$ cat config.mk
export PLATFORM = sky130hd
export DESIGN_NAME = hazardUnit
export DESIGN_NICKNAME = d
export VERILOG_FILES = /design/src/logic/hazardPkg.sv /design/src/logic/stageView.sv /design/src/logic/stageTracker.sv /design/src/logic/bypassSelect.sv /design/src/logic/stallControl.sv /design/src/logic/hazardUnit.sv
export SDC_FILE = /design/constraint.sdc
export NUM_CORES = 1
export LEC_CHECK = 0
export ABC_CLOCK_PERIOD_IN_PS = 5010
export BUFFER_PORTS_ARGS = -buffer_cell sky130_fd_sc_hd__buf_2
export CAP_MARGIN = 0
export CORE_UTILIZATION = 50
export DETAILED_ROUTE_END_ITERATION = 10
export PLACE_DENSITY_LB_ADDON = 0.2
export RECOVER_POWER = 100
export SYNTH_ARGS = -nofsm -noshare
export SYNTH_HDL_FRONTEND = slang
export SYNTH_SLANG_ARGS = --single-unit
export TNS_END_PERCENT = 30
$ cat constraint.sdc
create_clock -name clk -period 5.01 [get_ports clk]
set_input_delay 0.501 -clock clk [delete_from_list [all_inputs] [get_ports clk]]
set_output_delay 0.501 -clock clk [all_outputs]
set_load 0.01 [all_outputs]
$ cat src/logic/hazardPkg.sv
`default_nettype none

package hazardPkg;

	localparam int REG_ADDR_W = 5; // MIPS register number
	localparam logic [REG_ADDR_W-1:0] REG_ZERO = '0; // Hardwired zero, never a source

	localparam int FWD_W = 2;
	localparam int CAUSE_W = 3;

	// Bypass mux select
	typedef enum logic [FWD_W-1:0] {
		FWD_NONE = 2'd0, // Register file value
		FWD_EX   = 2'd1,
		FWD_MEM1 = 2'd2,
		FWD_MEM2 = 2'd3
	} fwdSrc_e;

	// Why ID is held this cycle
	typedef enum logic [CAUSE_W-1:0] {
		ST_NONE      = 3'd0,
		ST_RESET     = 3'd1,
		ST_MEM       = 3'd2, // Data cache busy
		ST_LOAD_EX   = 3'd3,
		ST_LOAD_MEM1 = 3'd4,
		ST_BR_EX     = 3'd5, // Branch compares in ID
		ST_BR_MEM2   = 3'd6
	} stallCause_e;

endpackage

`default_nettype wire

$ cat src/logic/stageView.sv
`timescale 1ns/1ns
`default_nettype none

interface stageView;
	import hazardPkg::*;

	// Destination records of the three tracked stages
	logic [REG_ADDR_W-1:0] exRd;
	logic exWr;
	logic exLoad;

	logic [REG_ADDR_W-1:0] mem1Rd;
	logic mem1Wr;
	logic mem1Load;

	logic [REG_ADDR_W-1:0] mem2Rd;
	logic mem2Wr;
	logic mem2Load;

	modport track (
		output exRd, exWr, exLoad,
		output mem1Rd, mem1Wr, mem1Load,
		output mem2Rd, mem2Wr, mem2Load
	);

	modport observe (
		input exRd, exWr, exLoad,
		input mem1Rd, mem1Wr, mem1Load,
		input mem2Rd, mem2Wr, mem2Load
	);

endinterface

`default_nettype wire

$ cat src/logic/stageTracker.sv
`timescale 1ns/1ns
`default_nettype none

module stageTracker (
	input  logic clk,
	input  logic rst_sign,
	input  logic [hazardPkg::REG_ADDR_W-1:0] idRd,
	input  logic idRegWrite,
	input  logic idMemRead,
	input  logic issue,
	input  logic hold,
	stageView.track stages
);
	import hazardPkg::*;

	logic advance;
	logic exWrNext;
	logic exLoadNext;

	assign advance = !hold;

	// A bubble enters EX whenever ID does not issue
	assign exWrNext = issue && idRegWrite;
	assign exLoadNext = issue && idMemRead;

	// Control bits of each record
	always_ff @(posedge clk) begin
		if (rst_sign) begin
			stages.exWr <= 1'b0;
			stages.exLoad <= 1'b0;
			stages.mem1Wr <= 1'b0;
			stages.mem1Load <= 1'b0;
			stages.mem2Wr <= 1'b0;
			stages.mem2Load <= 1'b0;
		end else if (advance) begin
			stages.mem2Wr <= stages.mem1Wr;
			stages.mem2Load <= stages.mem1Load;
			stages.mem1Wr <= stages.exWr;
			stages.mem1Load <= stages.exLoad;
			stages.exWr <= exWrNext;
			stages.exLoad <= exLoadNext;
		end
	end

	// Destination numbers
	always_ff @(posedge clk) begin
		if (advance) begin
			stages.mem2Rd <= stages.mem1Rd;
			stages.mem1Rd <= stages.exRd;
			stages.exRd <= issue ? idRd : REG_ZERO;
		end
	end

endmodule

`default_nettype wire

$ cat src/logic/bypassSelect.sv
`timescale 1ns/1ns
`default_nettype none

module bypassSelect (
	input  logic [hazardPkg::REG_ADDR_W-1:0] idRs,
	input  logic [hazardPkg::REG_ADDR_W-1:0] idRt,
	stageView.observe stages,
	output hazardPkg::fwdSrc_e fwdRs,
	output hazardPkg::fwdSrc_e fwdRt
);
	import hazardPkg::*;

	// True when a stage will write the wanted register
	function automatic logic stageHit(
		input logic wr,
		input logic [REG_ADDR_W-1:0] rd,
		input logic [REG_ADDR_W-1:0] src
	);
		return wr && (rd != REG_ZERO) && (rd == src);
	endfunction

	// Youngest producer wins
	function automatic fwdSrc_e pickSource(
		input logic [REG_ADDR_W-1:0] src,
		input logic exWr,
		input logic [REG_ADDR_W-1:0] exRd,
		input logic mem1Wr,
		input logic [REG_ADDR_W-1:0] mem1Rd,
		input logic mem2Wr,
		input logic [REG_ADDR_W-1:0] mem2Rd
	);
		fwdSrc_e sel;
		if (stageHit(exWr, exRd, src)) begin
			sel = FWD_EX;
		end else if (stageHit(mem1Wr, mem1Rd, src)) begin
			sel = FWD_MEM1;
		end else if (stageHit(mem2Wr, mem2Rd, src)) begin
			sel = FWD_MEM2;
		end else begin
			sel = FWD_NONE;
		end
		return sel;
	endfunction

	always_comb begin
		fwdRs = pickSource(idRs, stages.exWr, stages.exRd,
			stages.mem1Wr, stages.mem1Rd, stages.mem2Wr, stages.mem2Rd);
	end

	always_comb begin
		fwdRt = pickSource(idRt, stages.exWr, stages.exRd,
			stages.mem1Wr, stages.mem1Rd, stages.mem2Wr, stages.mem2Rd);
	end

endmodule

`default_nettype wire

$ cat src/logic/stallControl.sv
`timescale 1ns/1ns
`default_nettype none

module stallControl (
	input  logic clk,
	input  logic rst_sign,
	input  logic idValid,
	input  logic [hazardPkg::REG_ADDR_W-1:0] idRs,
	input  logic [hazardPkg::REG_ADDR_W-1:0] idRt,
	input  logic idBranch,
	input  logic memOk,
	stageView.observe stages,
	output logic idReady,
	output logic issue,
	output logic hold
);
	import hazardPkg::*;

	logic rstTail; // Reset stretched by one cycle
	logic inReset;
	logic exLoadUse;
	logic mem1LoadUse;
	logic brExUse;
	logic brMem2Use;
	stallCause_e stallCause;

	// Stage destination is one of the ID sources
	function automatic logic readsDest(
		input logic [REG_ADDR_W-1:0] rd,
		input logic [REG_ADDR_W-1:0] rs,
		input logic [REG_ADDR_W-1:0] rt
	);
		return (rd != REG_ZERO) && ((rd == rs) || (rd == rt));
	endfunction

	always_ff @(posedge clk) begin
		if (rst_sign) begin
			rstTail <= 1'b1;
		end else begin
			rstTail <= 1'b0;
		end
	end

	assign inReset = rst_sign || rstTail;

	// Load data is not ready until MEM2
	assign exLoadUse = stages.exWr && stages.exLoad
		&& readsDest(stages.exRd, idRs, idRt);
	assign mem1LoadUse = stages.mem1Wr && stages.mem1Load
		&& readsDest(stages.mem1Rd, idRs, idRt);

	// Branch compares in ID, so EX results and MEM2 loads arrive too late
	assign brExUse = idBranch && stages.exWr
		&& readsDest(stages.exRd, idRs, idRt);
	assign brMem2Use = idBranch && stages.mem2Wr && stages.mem2Load
		&& readsDest(stages.mem2Rd, idRs, idRt);

	always_comb begin
		if (inReset) begin
			stallCause = ST_RESET;
		end else if (!memOk) begin
			stallCause = ST_MEM;
		end else if (exLoadUse) begin
			stallCause = ST_LOAD_EX;
		end else if (mem1LoadUse) begin
			stallCause = ST_LOAD_MEM1;
		end else if (brExUse) begin
			stallCause = ST_BR_EX;
		end else if (brMem2Use) begin
			stallCause = ST_BR_MEM2;
		end else begin
			stallCause = ST_NONE;
		end
	end

	assign idReady = (stallCause == ST_NONE);
	assign issue = idValid && idReady;
	assign hold = (stallCause == ST_MEM); // Freeze EX, MEM1 and MEM2

endmodule

`default_nettype wire

$ cat src/logic/hazardUnit.sv
`timescale 1ns/1ns
`default_nettype none

module hazardUnit (
	input  logic clk,
	input  logic rst_sign,
	input  logic idValid,
	output logic idReady,
	input  logic [hazardPkg::REG_ADDR_W-1:0] idRs,
	input  logic [hazardPkg::REG_ADDR_W-1:0] idRt,
	input  logic [hazardPkg::REG_ADDR_W-1:0] idRd,
	input  logic idRegWrite,
	input  logic idMemRead,
	input  logic idBranch,
	input  logic memOk,
	output hazardPkg::fwdSrc_e fwdRs,
	output hazardPkg::fwdSrc_e fwdRt
);

	logic issue; // ID instruction moves into EX
	logic hold;

	stageView stages ();

	stageTracker uTracker (
		.clk        (clk),
		.rst_sign   (rst_sign),
		.idRd       (idRd),
		.idRegWrite (idRegWrite),
		.idMemRead  (idMemRead),
		.issue      (issue),
		.hold       (hold),
		.stages     (stages.track)
	);

	bypassSelect uBypass (
		.idRs   (idRs),
		.idRt   (idRt),
		.stages (stages.observe),
		.fwdRs  (fwdRs),
		.fwdRt  (fwdRt)
	);

	stallControl uStall (
		.clk      (clk),
		.rst_sign (rst_sign),
		.idValid  (idValid),
		.idRs     (idRs),
		.idRt     (idRt),
		.idBranch (idBranch),
		.memOk    (memOk),
		.stages   (stages.observe),
		.idReady  (idReady),
		.issue    (issue),
		.hold     (hold)
	);

endmodule

`default_nettype wire

==> summary.txt, run 1 <==
Status
  • Status: finished clean

Power
  • Pwr dens: 249.9 mW/mm2
  • Logic pwr share: 14.9%
  • Net Sw Frac: 25.18%
  • Clock Power Share: 22.7%
  • P_sw: 87.00 uW
  • Peak VDD IR: 216.1 uV
  • P_int: 258.5 uW
  • Leak Pwr: 0.5488 nW
  • Sequential Power Share: 62.4%

Global route
  • GR Layer Usage met1: 26.38%
  • GRT met3 Usage: 2.047%
  • Initial antenna violation count: 0
  • Number of global-route vias before repair: 826
  • Total global routing track utilization: 20.69%
  • Grt total ovfl: 0
  • Met2 GRT Util: 33.98%
  • Global routing's busiest layer: met2
  • Largest net degree at the start of global routing: 16
  • Global-route wire length before repair: 3.850 mm

STA
  • RSZ-0062 raised after global routing: no
  • Final setup violating endpoints: 0
  • Max Transition Viols Final: 0
  • Fin crit period: 2.798 ns
  • Hold_ws: 0.4151 ns
  • Final period utilization: 55.85%
  • Worst slew pin tran: 0.8993 ns
  • Setup TNS: 0 ns
  • Final Hold Violating Endpoints: 0
  • Max Clock Skew: 0.003679 ns
  • Fmax: 357.4 MHz
  • Max transition margin: 39.59%

Synthesis
  • EDFF count, synth: 15
  • Synth Area in Compound Gates: 9.499%
  • Syn_nets: 133
  • Seq/Total Area, Yosys: 48.21%
  • Largest family of logic cells by synthesized area: XOR/XNOR gates
  • Synth Area in Simple Gates: 16.04%
  • Fraction of synthesized area in multiplexers: 3.269%
  • Area leader, netlist: edfxtp_1
  • Post-Synth XOR/XNOR Area: 21.45%
  • Synth Area in Adders: 0%
  • Syn Std Cell Area: 0.001225 mm2
  • Synth unique cells: 22
  • Gate Count Post-Synth: 111
  • Syn. warnings: 0
  • Main synth FF type: edfxtp_1
  • Most frequent cell after synthesis: xnor2_1
  • Avg Cell Area, Syn: 11.04 um2
  • Synth area leaders: edfxtp_1 (37%), xnor2_1 (13%), dfxtp_1 (11%)
  • #FFs+latches synth: 22
  • Area fraction of the dominant cell type after synthesis: 36.77%
  • Synth async-reset ratio: 0%
  • Top cells by count, synth: xnor2_1 (18), edfxtp_1 (15), xor2_1 (12)

CTS
  • Maximum root-to-sink buffer count: 2
  • Clock Sinks: 22
  • H-Tree Depth: 1
  • TritonCTS buffer count: 3
  • Reg clk slew, reported paths: 0.11 ns
  • Post_cts resized: 0
  • # Post-CTS Setup Buffers: 0
  • CTS tree: yes
  • Worst skew pair latency: 0.30 ns
  • Root Buffer: clkbuf_4
  • Post-CTS Hold Fix Bufs: 0

Worst setup path
  • Maximum fanout along the worst path: 8
  • Critical Path Source Type: register
  • Crit path DAT: 2.30 ns
  • Worst Setup End Kind: primary output
  • Critical-path top delay cell: or4_1
  • Worst Path Buf+Inv: 2
  • Sequence of cells on the critical path: or4_1 > o21a_1 > o221ai_1 > nand4_1 > inv_1 > clkbuf_1
  • CP max stage delay: 0.58 ns
  • Worst Path Required: 4.51 ns
  • Top delay family on crit path: simple AND/OR/NAND/NOR gates
  • CP Class: register to primary output

Floorplan
  • Row count: 17
  • Starting Density: 54.33%
  • DIE AREA: 0.002652 mm2
  • Die X: 51.50 um
  • Die outline height: 51.50 um
  • Core Region: 0.002255 mm2
  • I/O pin cnt: 27

Drt
  • # DRC: 0
  • Vias/cell: 5.515
  • Drt pass-1 iters: 4
  • Iter 0 DRT Violations: 20
  • Post-route antenna net violation count: 0
  • Total wire length: 2.521 mm
  • Routed len/inst: 14.92 um
  • Overall via count from detail_route: 932

Run
  • Maxcap violations: 0

Place
  • Gpl congestion: 0.8992
  • Cell count after placement: 165
  • Port buffer count: 26
  • HPWL after DPL: 2.009 mm
  • Placed inst area: 0.001390 mm2

Cells and area
  • Nets: 164
  • Share of cells above drive strength 1: 18.44%
  • Area Overhead vs Synth: 12.87%
  • Ant diodes: 0
  • Finished Layout Cells: 169
  • Post-Layout Inst Area: 0.001383 mm2

Min path
  • Worst Hold Class: primary input to register
[metal layers]
metal / wire [um] / part of all wire, %
met1: 1146 / 45
met2: 1207 / 48
met3: 89 / 3.5
met4: 78 / 3.1
met5: 0 / 0
[cell type report]
cell class,instances,area (um2)
Fill cell,213,872.1
Sequential cell,22,590.6
Multi-Input combinational cell,84,589.3
Timing Repair Buffer,26,122.6
Tap cell,28,35.03
Clock buffer,3,22.52
Inverter,5,18.77
Clock inverter,1,3.754
[path summary, 6_finish.rpt]
check                           from                 endpoint  slack [ns]  cells past startpoint
max          uTracker.stages.exRd[4]                  idReady        2.21                      6
min                         rst_sign           uStall.rstTail        0.42                      1
max reg2reg  uTracker.stages.exRd[0]  uTracker.stages.exRd[2]        2.88                      6
min reg2reg     uTracker.stages.exWr     uTracker.stages.exWr        0.49                      2
[stage by stage]
step	setup slack, ns	util, %	power (mW)
floorplan	2.982	-	0.2482
global placement	2.680	61.65	0.2693
detailed placement	2.619	61.65	0.2719
CTS	2.359	62.82	0.3468
global route	2.044	61.32	0.3573
finish	2.212	61.32	0.3455
[power by group through the flow]
stage	logic [mW]	clock network, mW	registers [mW]
floorplan	0.0329	0	0.215
global placement	0.0501	0	0.219
detailed placement	0.0524	0	0.220
CTS	0.0526	0.0790	0.215
global route	0.0568	0.0838	0.217
finish	0.0516	0.0784	0.216
[logic make-up after synthesis]
logic type / Yosys count
simple gates: 38
xor+xnor: 30
flops: 22
compound gates: 12
buf+inv: 5
mux: 4
[flip-flops by register name, indices dropped and copies added, names as in the netlist]
name	count
uTracker.stages.mem1Wr	1
uTracker.stages.exRd	5
uStall.rstTail	1
uTracker.stages.mem2Rd	5
uTracker.stages.mem1Rd	5
uTracker.stages.mem2Load	1
uTracker.stages.exLoad	1
uTracker.stages.exWr	1
uTracker.stages.mem2Wr	1
uTracker.stages.mem1Load	1
[cells in the final DEF, fill, tap and decap left out]
master and count:
inv_1 5, o21a_1 2, nand4_1 1, nor2_1 9, o211ai_2 1, clkbuf_1 6, nor3_1 7, nand3_1 6
nor3b_1 1, nand2_1 11, o31ai_1 2, o2111ai_2 1, edfxtp_1 15, o221ai_1 1, clkbuf_4 3, xor2_1 12
o21a_2 1, clkinv_1 1, xnor2_1 18, buf_2 20, a32o_1 2, mux2i_1 4, or4_1 3, a22oi_1 2
dfxtp_1 7
[worst register-to-register path: stages, from the launching register on]
cell	delay, ns
edfxtp_1	0.50
xnor2_1	0.26
nand3_1	0.12
nor3_1	0.41
o221ai_1	0.19
nand4_1	0.29
nor2_1	0.10
Power figures use the tool's default switching activity.
==> run 2, diff against run 1 <==
ABC_CLOCK_PERIOD_IN_PS = 2330   (was 5010)
CORE_UTILIZATION = 48   (was 50)
clock period = 2.33 ns   (was 5.01 ns; I/O delays follow)
==> summary.txt, run 2 (synthesized netlist as in run 1, its figures left out) <==
Status
  • Status: finished clean (unchanged)

Drt
  • Post-route antenna net violation count: 0 (unchanged)
  • Drt pass-1 iters: 4 (unchanged)
  • Total wire length: 2.434 mm (was 2.521 mm)
  • Overall via count from detail_route: 947 (was 932)
  • Routed len/inst: 14.23 um (was 14.92 um)
  • Vias/cell: 5.538 (was 5.515)
  • Iter 0 DRT Violations: 36 (was 20)
  • # DRC: 0 (unchanged)

Min path
  • Worst Hold Class: primary input to register (unchanged)
  • Hold depth: 1 (unchanged)

Place
  • Gpl congestion: 0.8204 (was 0.8992)
  • HPWL after DPL: 1.927 mm (was 2.009 mm)
  • Port buffer count: 26 (unchanged)

Worst setup path
  • Top delay family on crit path: simple AND/OR/NAND/NOR gates (unchanged)
  • Critical-path top delay cell: or4_1 (unchanged)
  • Reg2reg path depth: 6 (unchanged)
  • Crit path DAT: 1.98 ns (was 2.30 ns)
  • Worst Path Required: 2.10 ns (was 4.51 ns)
  • CP max stage delay: 0.55 ns (was 0.58 ns)
  • Maximum fanout along the worst path: 5 (was 8)
  • CP Class: register to primary output (unchanged)
  • Sequence of cells on the critical path: or4_1 > o21a_2 > o221ai_2 > nand4_4 > inv_1 > buf_2 (was or4_1 > o21a_1 > o221ai_1 > nand4_1 > inv_1 > clkbuf_1)
  • Worst Setup End Kind: primary output (unchanged)
  • Worst Path Buf+Inv: 2 (unchanged)
  • Critical Path Source Type: register (unchanged)
  • Worst path depth: 6 (unchanged)

CTS
  • TritonCTS buffer count: 3 (unchanged)
  • CTS tree: yes (unchanged)
  • Post-CTS Hold Fix Bufs: 0 (unchanged)
  • Clock Sinks: 22 (unchanged)
  • Reg clk slew, reported paths: 0.13 ns (was 0.11 ns)
  • H-Tree Depth: 1 (unchanged)
  • Root Buffer: clkbuf_4 (unchanged)
  • Worst skew pair latency: 0.30 ns (about the same)
  • Maximum root-to-sink buffer count: 2 (unchanged)

Cells and area
  • Register Area: 590.6 um2 (unchanged)
  • Final design utilization: 62.36% (was 61.32%)
  • Commonest non-fill, non-tap cell in the layout: buf_2 (unchanged)
  • Biggest regs: uTracker.stages.exRd x5, uTracker.stages.mem1Rd x5, uTracker.stages.mem2Rd x5 (unchanged)
  • Nets: 166 (was 164)
  • Multi-input combinational cell area: 621.8 um2 (was 589.3 um2)
  • Share of cells above drive strength 1: 25.87% (was 18.44%)
  • Most frequent cells in the layout: buf_2 (25), xnor2_1 (18), edfxtp_1 (15), xor2_1 (12), nand2_1 (11) (was buf_2 (20), xnor2_1 (18), edfxtp_1 (15), xor2_1 (12), nand2_1 (11))
  • Area Overhead vs Synth: 16.96% (was 12.87%)
  • Filler Cell Count: 192 (was 213)
  • Ant diodes: 0 (unchanged)

Global route
  • Initial antenna violation count: 0 (unchanged)
  • Grt total ovfl: 0 (unchanged)
  • Global-route wire length before repair: 3.739 mm (was 3.850 mm)
  • Largest net degree at the start of global routing: 16 (unchanged)
  • Number of global-route vias before repair: 829 (was 826)
  • Total global routing track utilization: 19.14% (was 20.69%)

STA
  • Final setup violating endpoints: 0 (unchanged)
  • Final Hold Violating Endpoints: 0 (unchanged)
  • Fin crit period: 2.210 ns
  • Fmax: 452.5 MHz
  • Worst slew pin tran: 0.5716 ns (was 0.8993 ns)
  • Max transition margin: 61.85% (was 39.59%)
  • Setup TNS: 0 ns (unchanged)
  • Max Clock Skew: 0.01031 ns (was 0.003679 ns)
  • Final period utilization: 94.85%
  • Max Transition Viols Final: 0 (unchanged)
  • RSZ-0062 raised after global routing: no (unchanged)

Floorplan
  • Starting Density: 53.32% (was 54.33%)
  • Die outline height: 52.52 um (was 51.50 um)
  • Row count: 17 (unchanged)
  • Core Region: 0.002297 mm2 (was 0.002255 mm2)
  • I/O pin cnt: 27 (unchanged)
  • Die X: 52.52 um (was 51.50 um)
  • DIE AREA: 0.002758 mm2 (was 0.002652 mm2)

Power
  • Pwr dens: 526.2 mW/mm2 (was 249.9 mW/mm2)
  • Overall power after layout: 753.9 uW (was 345.5 uW)
  • Leak Pwr: 0.5788 nW (was 0.5488 nW)
  • Peak VDD IR: 333.9 uV (was 216.1 uV)

Run
  • Maxcap violations: 0 (unchanged)
[run 2: worst register-to-register path: cells and delay by family, from the launching register on]
family	cells	cell delay [ns]
flops	1	0.47
simple gates	2	0.67
buf+inv	1	0.18
compound gates	3	0.55
[run 2: layout make-up]
type | instances | share of cell area [%]
Multi-Input combinational cell | 84 | 43.41
Sequential cell | 22 | 41.22
Timing Repair Buffer | 28 | 9.782
Tap cell | 28 | 2.445
Clock buffer | 4 | 1.834
Inverter | 5 | 1.310
[run 2: worst paths after layout]
path                                         startpoint              endpoint  slack [ns]
worst max-delay path            uTracker.stages.exRd[4]               idReady        0.12
worst min-delay path                           rst_sign        uStall.rstTail        0.16
worst max register to register  uTracker.stages.exRd[4]  uTracker.stages.exWr        0.39
worst min register to register     uTracker.stages.exWr  uTracker.stages.exWr        0.49
[run 2: repair_timing]
action	4_1_cts	5_1_grt
setup buffers	0	1
setup endpoints to repair	0	1
gates resized for setup	0	3
[run 2: per-layer routing]
metal / track usage (%) / up-vias / part of all wire, %
li1: - / 459 / -
met1: 24.54 / 430 / 45
met2: 32.70 / 50 / 47
met3: 3.478 / 8 / 6.5
met4: 5.263 / 0 / 1.7
met5: 0 / - / 0
[run 2: power by group]
| group | leakage (nW) | total (mW) | switching [mW] | internal (mW) |
|---|---|---|---|---|
| Combinational | 0.334 | 0.114 | 0.0561 | 0.0580 |
| Clock | 0.0150 | 0.179 | 0.113 | 0.0666 |
| Sequential | 0.230 | 0.460 | 0.0228 | 0.438 |
| Total | 0.579 | 0.754 | 0.192 | 0.562 |
[run 2: metrics by stage]
step	std cells	instance area [um2]	hold WS [ns]	setup WS, ns
2_1_floorplan	111	1225	0.2607	0.5698
3_3_place_gp	166	1398	0.4304	0.4113
3_5_place_dp	166	1398	0.4372	0.3797
4_1_cts	170	1424	0.1257	0.01934
5_1_grt	171	1433	0.1534	0.005556
6_report	171	1433	0.1628	0.1201
==> run 3, diff against run 2 <==
CORE_UTILIZATION = 40   (was 48)
==> summary.txt, run 3 (synthesized netlist as in run 1, its figures left out) <==
Status
  • Status: finished with violations (was finished clean)
  • Failing checks: DRC

Worst setup path
  • CP Class: register to primary output (unchanged)
  • Maximum fanout along the worst path: 5 (unchanged)
  • Worst Path Required: 2.10 ns (about the same)
  • Critical Path Source Type: register (unchanged)
  • Worst Setup End Kind: primary output (unchanged)
  • Crit path DAT: 1.98 ns (about the same)

Drt
  • # DRC: 8 (was 0)
  • Overall via count from detail_route: 927 (was 947)
  • Post-route antenna net violation count: 0 (unchanged)
  • Routed len/inst: 13.91 um (was 14.23 um)
  • Total wire length: 2.490 mm (was 2.434 mm)
  • Iter 0 DRT Violations: 50 (was 36)
  • Drt pass-1 iters: 7 (was 4)
  • Vias/cell: 5.179 (was 5.538)

Power
  • P_int: 565.8 uW (was 562.2 uW)
  • Peak VDD IR: 248.9 uV (was 333.9 uV)
  • Overall power after layout: 767.1 uW (was 753.9 uW)
  • Leak Pwr: 0.5920 nW (was 0.5788 nW)
  • Pwr dens: 517.8 mW/mm2 (was 526.2 mW/mm2)
  • Sequential Power Share: 59.8% (was 61.1%)
  • P_sw: 201.3 uW (was 191.6 uW)
  • Logic pwr share: 16.5% (was 15.1%)
  • Clock Power Share: 23.7% (was 23.8%)
  • Net Sw Frac: 26.24% (was 25.42%)

STA
  • Final Hold Violating Endpoints: 0 (unchanged)
  • Max Clock Skew: 0.004391 ns (was 0.01031 ns)
  • Final setup violating endpoints: 0 (unchanged)
  • Max Transition Viols Final: 0 (unchanged)
  • Setup TNS: 0 ns (unchanged)
  • Fmax: 452.4 MHz (was 452.5 MHz)
  • RSZ-0062 raised after global routing: no (unchanged)
  • Worst slew pin tran: 0.5875 ns (was 0.5716 ns)
  • Fin crit period: 2.210 ns (about the same)
  • Final period utilization: 94.86% (was 94.85%)
  • Max transition margin: 60.79% (was 61.85%)
  • Hold_ws: 0.1456 ns (was 0.1628 ns)
  • Worst Slack Setup Final: 0.1198 ns (was 0.1201 ns)

Floorplan
  • DIE AREA: 0.003288 mm2 (was 0.002758 mm2)
  • Starting Density: 43.30% (was 53.32%)
  • Row count: 19 (was 17)
  • Die X: 57.34 um (was 52.52 um)
  • Die outline height: 57.34 um (was 52.52 um)
  • I/O pin cnt: 27 (unchanged)
  • Core Region: 0.002829 mm2 (was 0.002297 mm2)

Cells and area
  • Filler Cell Count: 267 (was 192)
  • Ant diodes: 0 (unchanged)
  • Finished Layout Cells: 179 (was 171)
  • Biggest regs: uTracker.stages.exRd x5, uTracker.stages.mem1Rd x5, uTracker.stages.mem2Rd x5 (unchanged)
  • Most frequent cells in the layout: buf_2 (21), xnor2_1 (18), edfxtp_1 (15), xor2_1 (12), nand2_1 (11) (was buf_2 (25), xnor2_1 (18), edfxtp_1 (15), xor2_1 (12), nand2_1 (11))
  • Area Overhead vs Synth: 20.94% (was 16.96%)
  • Share of cells above drive strength 1: 27.70% (was 25.87%)
  • Post-Layout Inst Area: 0.001481 mm2 (was 0.001433 mm2)
  • Nets: 171 (was 166)
  • Final design utilization: 52.37% (was 62.36%)
  • Commonest non-fill, non-tap cell in the layout: buf_2 (unchanged)

CTS
  • H-Tree Depth: 1 (unchanged)
  • Maximum root-to-sink buffer count: 2 (unchanged)
  • TritonCTS buffer count: 3 (unchanged)
  • Post-CTS Hold Fix Bufs: 0 (unchanged)
  • CTS tree: yes (unchanged)
  • Reg clk slew, reported paths: 0.12 ns (was 0.13 ns)
  • Clock Sinks: 22 (unchanged)
  • Worst skew pair latency: 0.31 ns (was 0.30 ns)
  • Root Buffer: clkbuf_4 (unchanged)

Global route
  • Total global routing track utilization: 16.62% (was 19.14%)
  • Initial antenna violation count: 0 (unchanged)
  • Largest net degree at the start of global routing: 16 (unchanged)
  • Number of global-route vias before repair: 885 (was 829)
  • Global-route wire length before repair: 4.036 mm (was 3.739 mm)
  • Grt total ovfl: 0 (unchanged)

Run
  • Maxcap violations: 0 (unchanged)

Place
  • Port buffer count: 26 (unchanged)
  • Cell count after placement: 169 (was 166)
  • Placed inst area: 0.001401 mm2 (was 0.001398 mm2)
  • Pre-CTS WS: 0.3560 ns (was 0.3797 ns)
  • Gpl congestion: 0.7718 (was 0.8204)
  • HPWL after DPL: 1.941 mm (was 1.927 mm)

Min path
  • Worst Hold Class: primary input to register (unchanged)
run 3: per-layer routing:
metal,track usage (%),up-vias,part of all wire [%]
met1,21.44,425,47
met2,27.24,26,47
met4,8.362,0,1.8
met3,2.268,5,4.9
met5,0,-,0
li1,-,471,-
run 3: final timing paths:
| kind | slack [ns] | startpoint | depth (start not counted) | to |
|---|---|---|---|---|
| hold reg to reg | 0.50 | uTracker.stages.exWr | 2 | uTracker.stages.exWr |
| setup / recovery | 0.12 | uTracker.stages.exRd[0] | 6 | idReady |
| hold / removal | 0.15 | idMemRead | 3 | uTracker.stages.exLoad |
| setup reg to reg | 0.33 | uTracker.stages.exRd[4] | 8 | uTracker.stages.exRd[4] |
run 3: area by class of cell:
class	count	area (um2)	area share (%)
clock buffer	3	22.52	1.520
clock inverter	1	3.754	0.2534
inverter	5	18.77	1.267
multi-input combinational	84	635.6	42.91
sequential	22	590.6	39.86
tap	31	38.79	2.618
timing repair buffer	33	171.4	11.57
run 3: power groups by stage:
stage	logic, mW	registers (mW)	clock network, mW
global placement	0.110	0.468	0
CTS	0.114	0.460	0.185
detailed placement	0.112	0.469	0
floorplan	0.0708	0.463	0
finish	0.127	0.459	0.182
global route	0.140	0.461	0.197
run 3: worst max-delay path, cell delays in order, from the launching register on:
cell and delay [ns]:
edfxtp_1 0.47, or4_1 0.53, o21a_2 0.26, o221ai_2 0.09
nand4_4 0.13, inv_1 0.07, buf_2 0.12
run 3: repair_timing:
action	in CTS	in global routing
pin swaps	0	1
setup endpoints to repair	1	2
resized for setup	1	4
endpoints found under the hold margin	0	0
buffers inserted	0	6
gates cloned	0	0
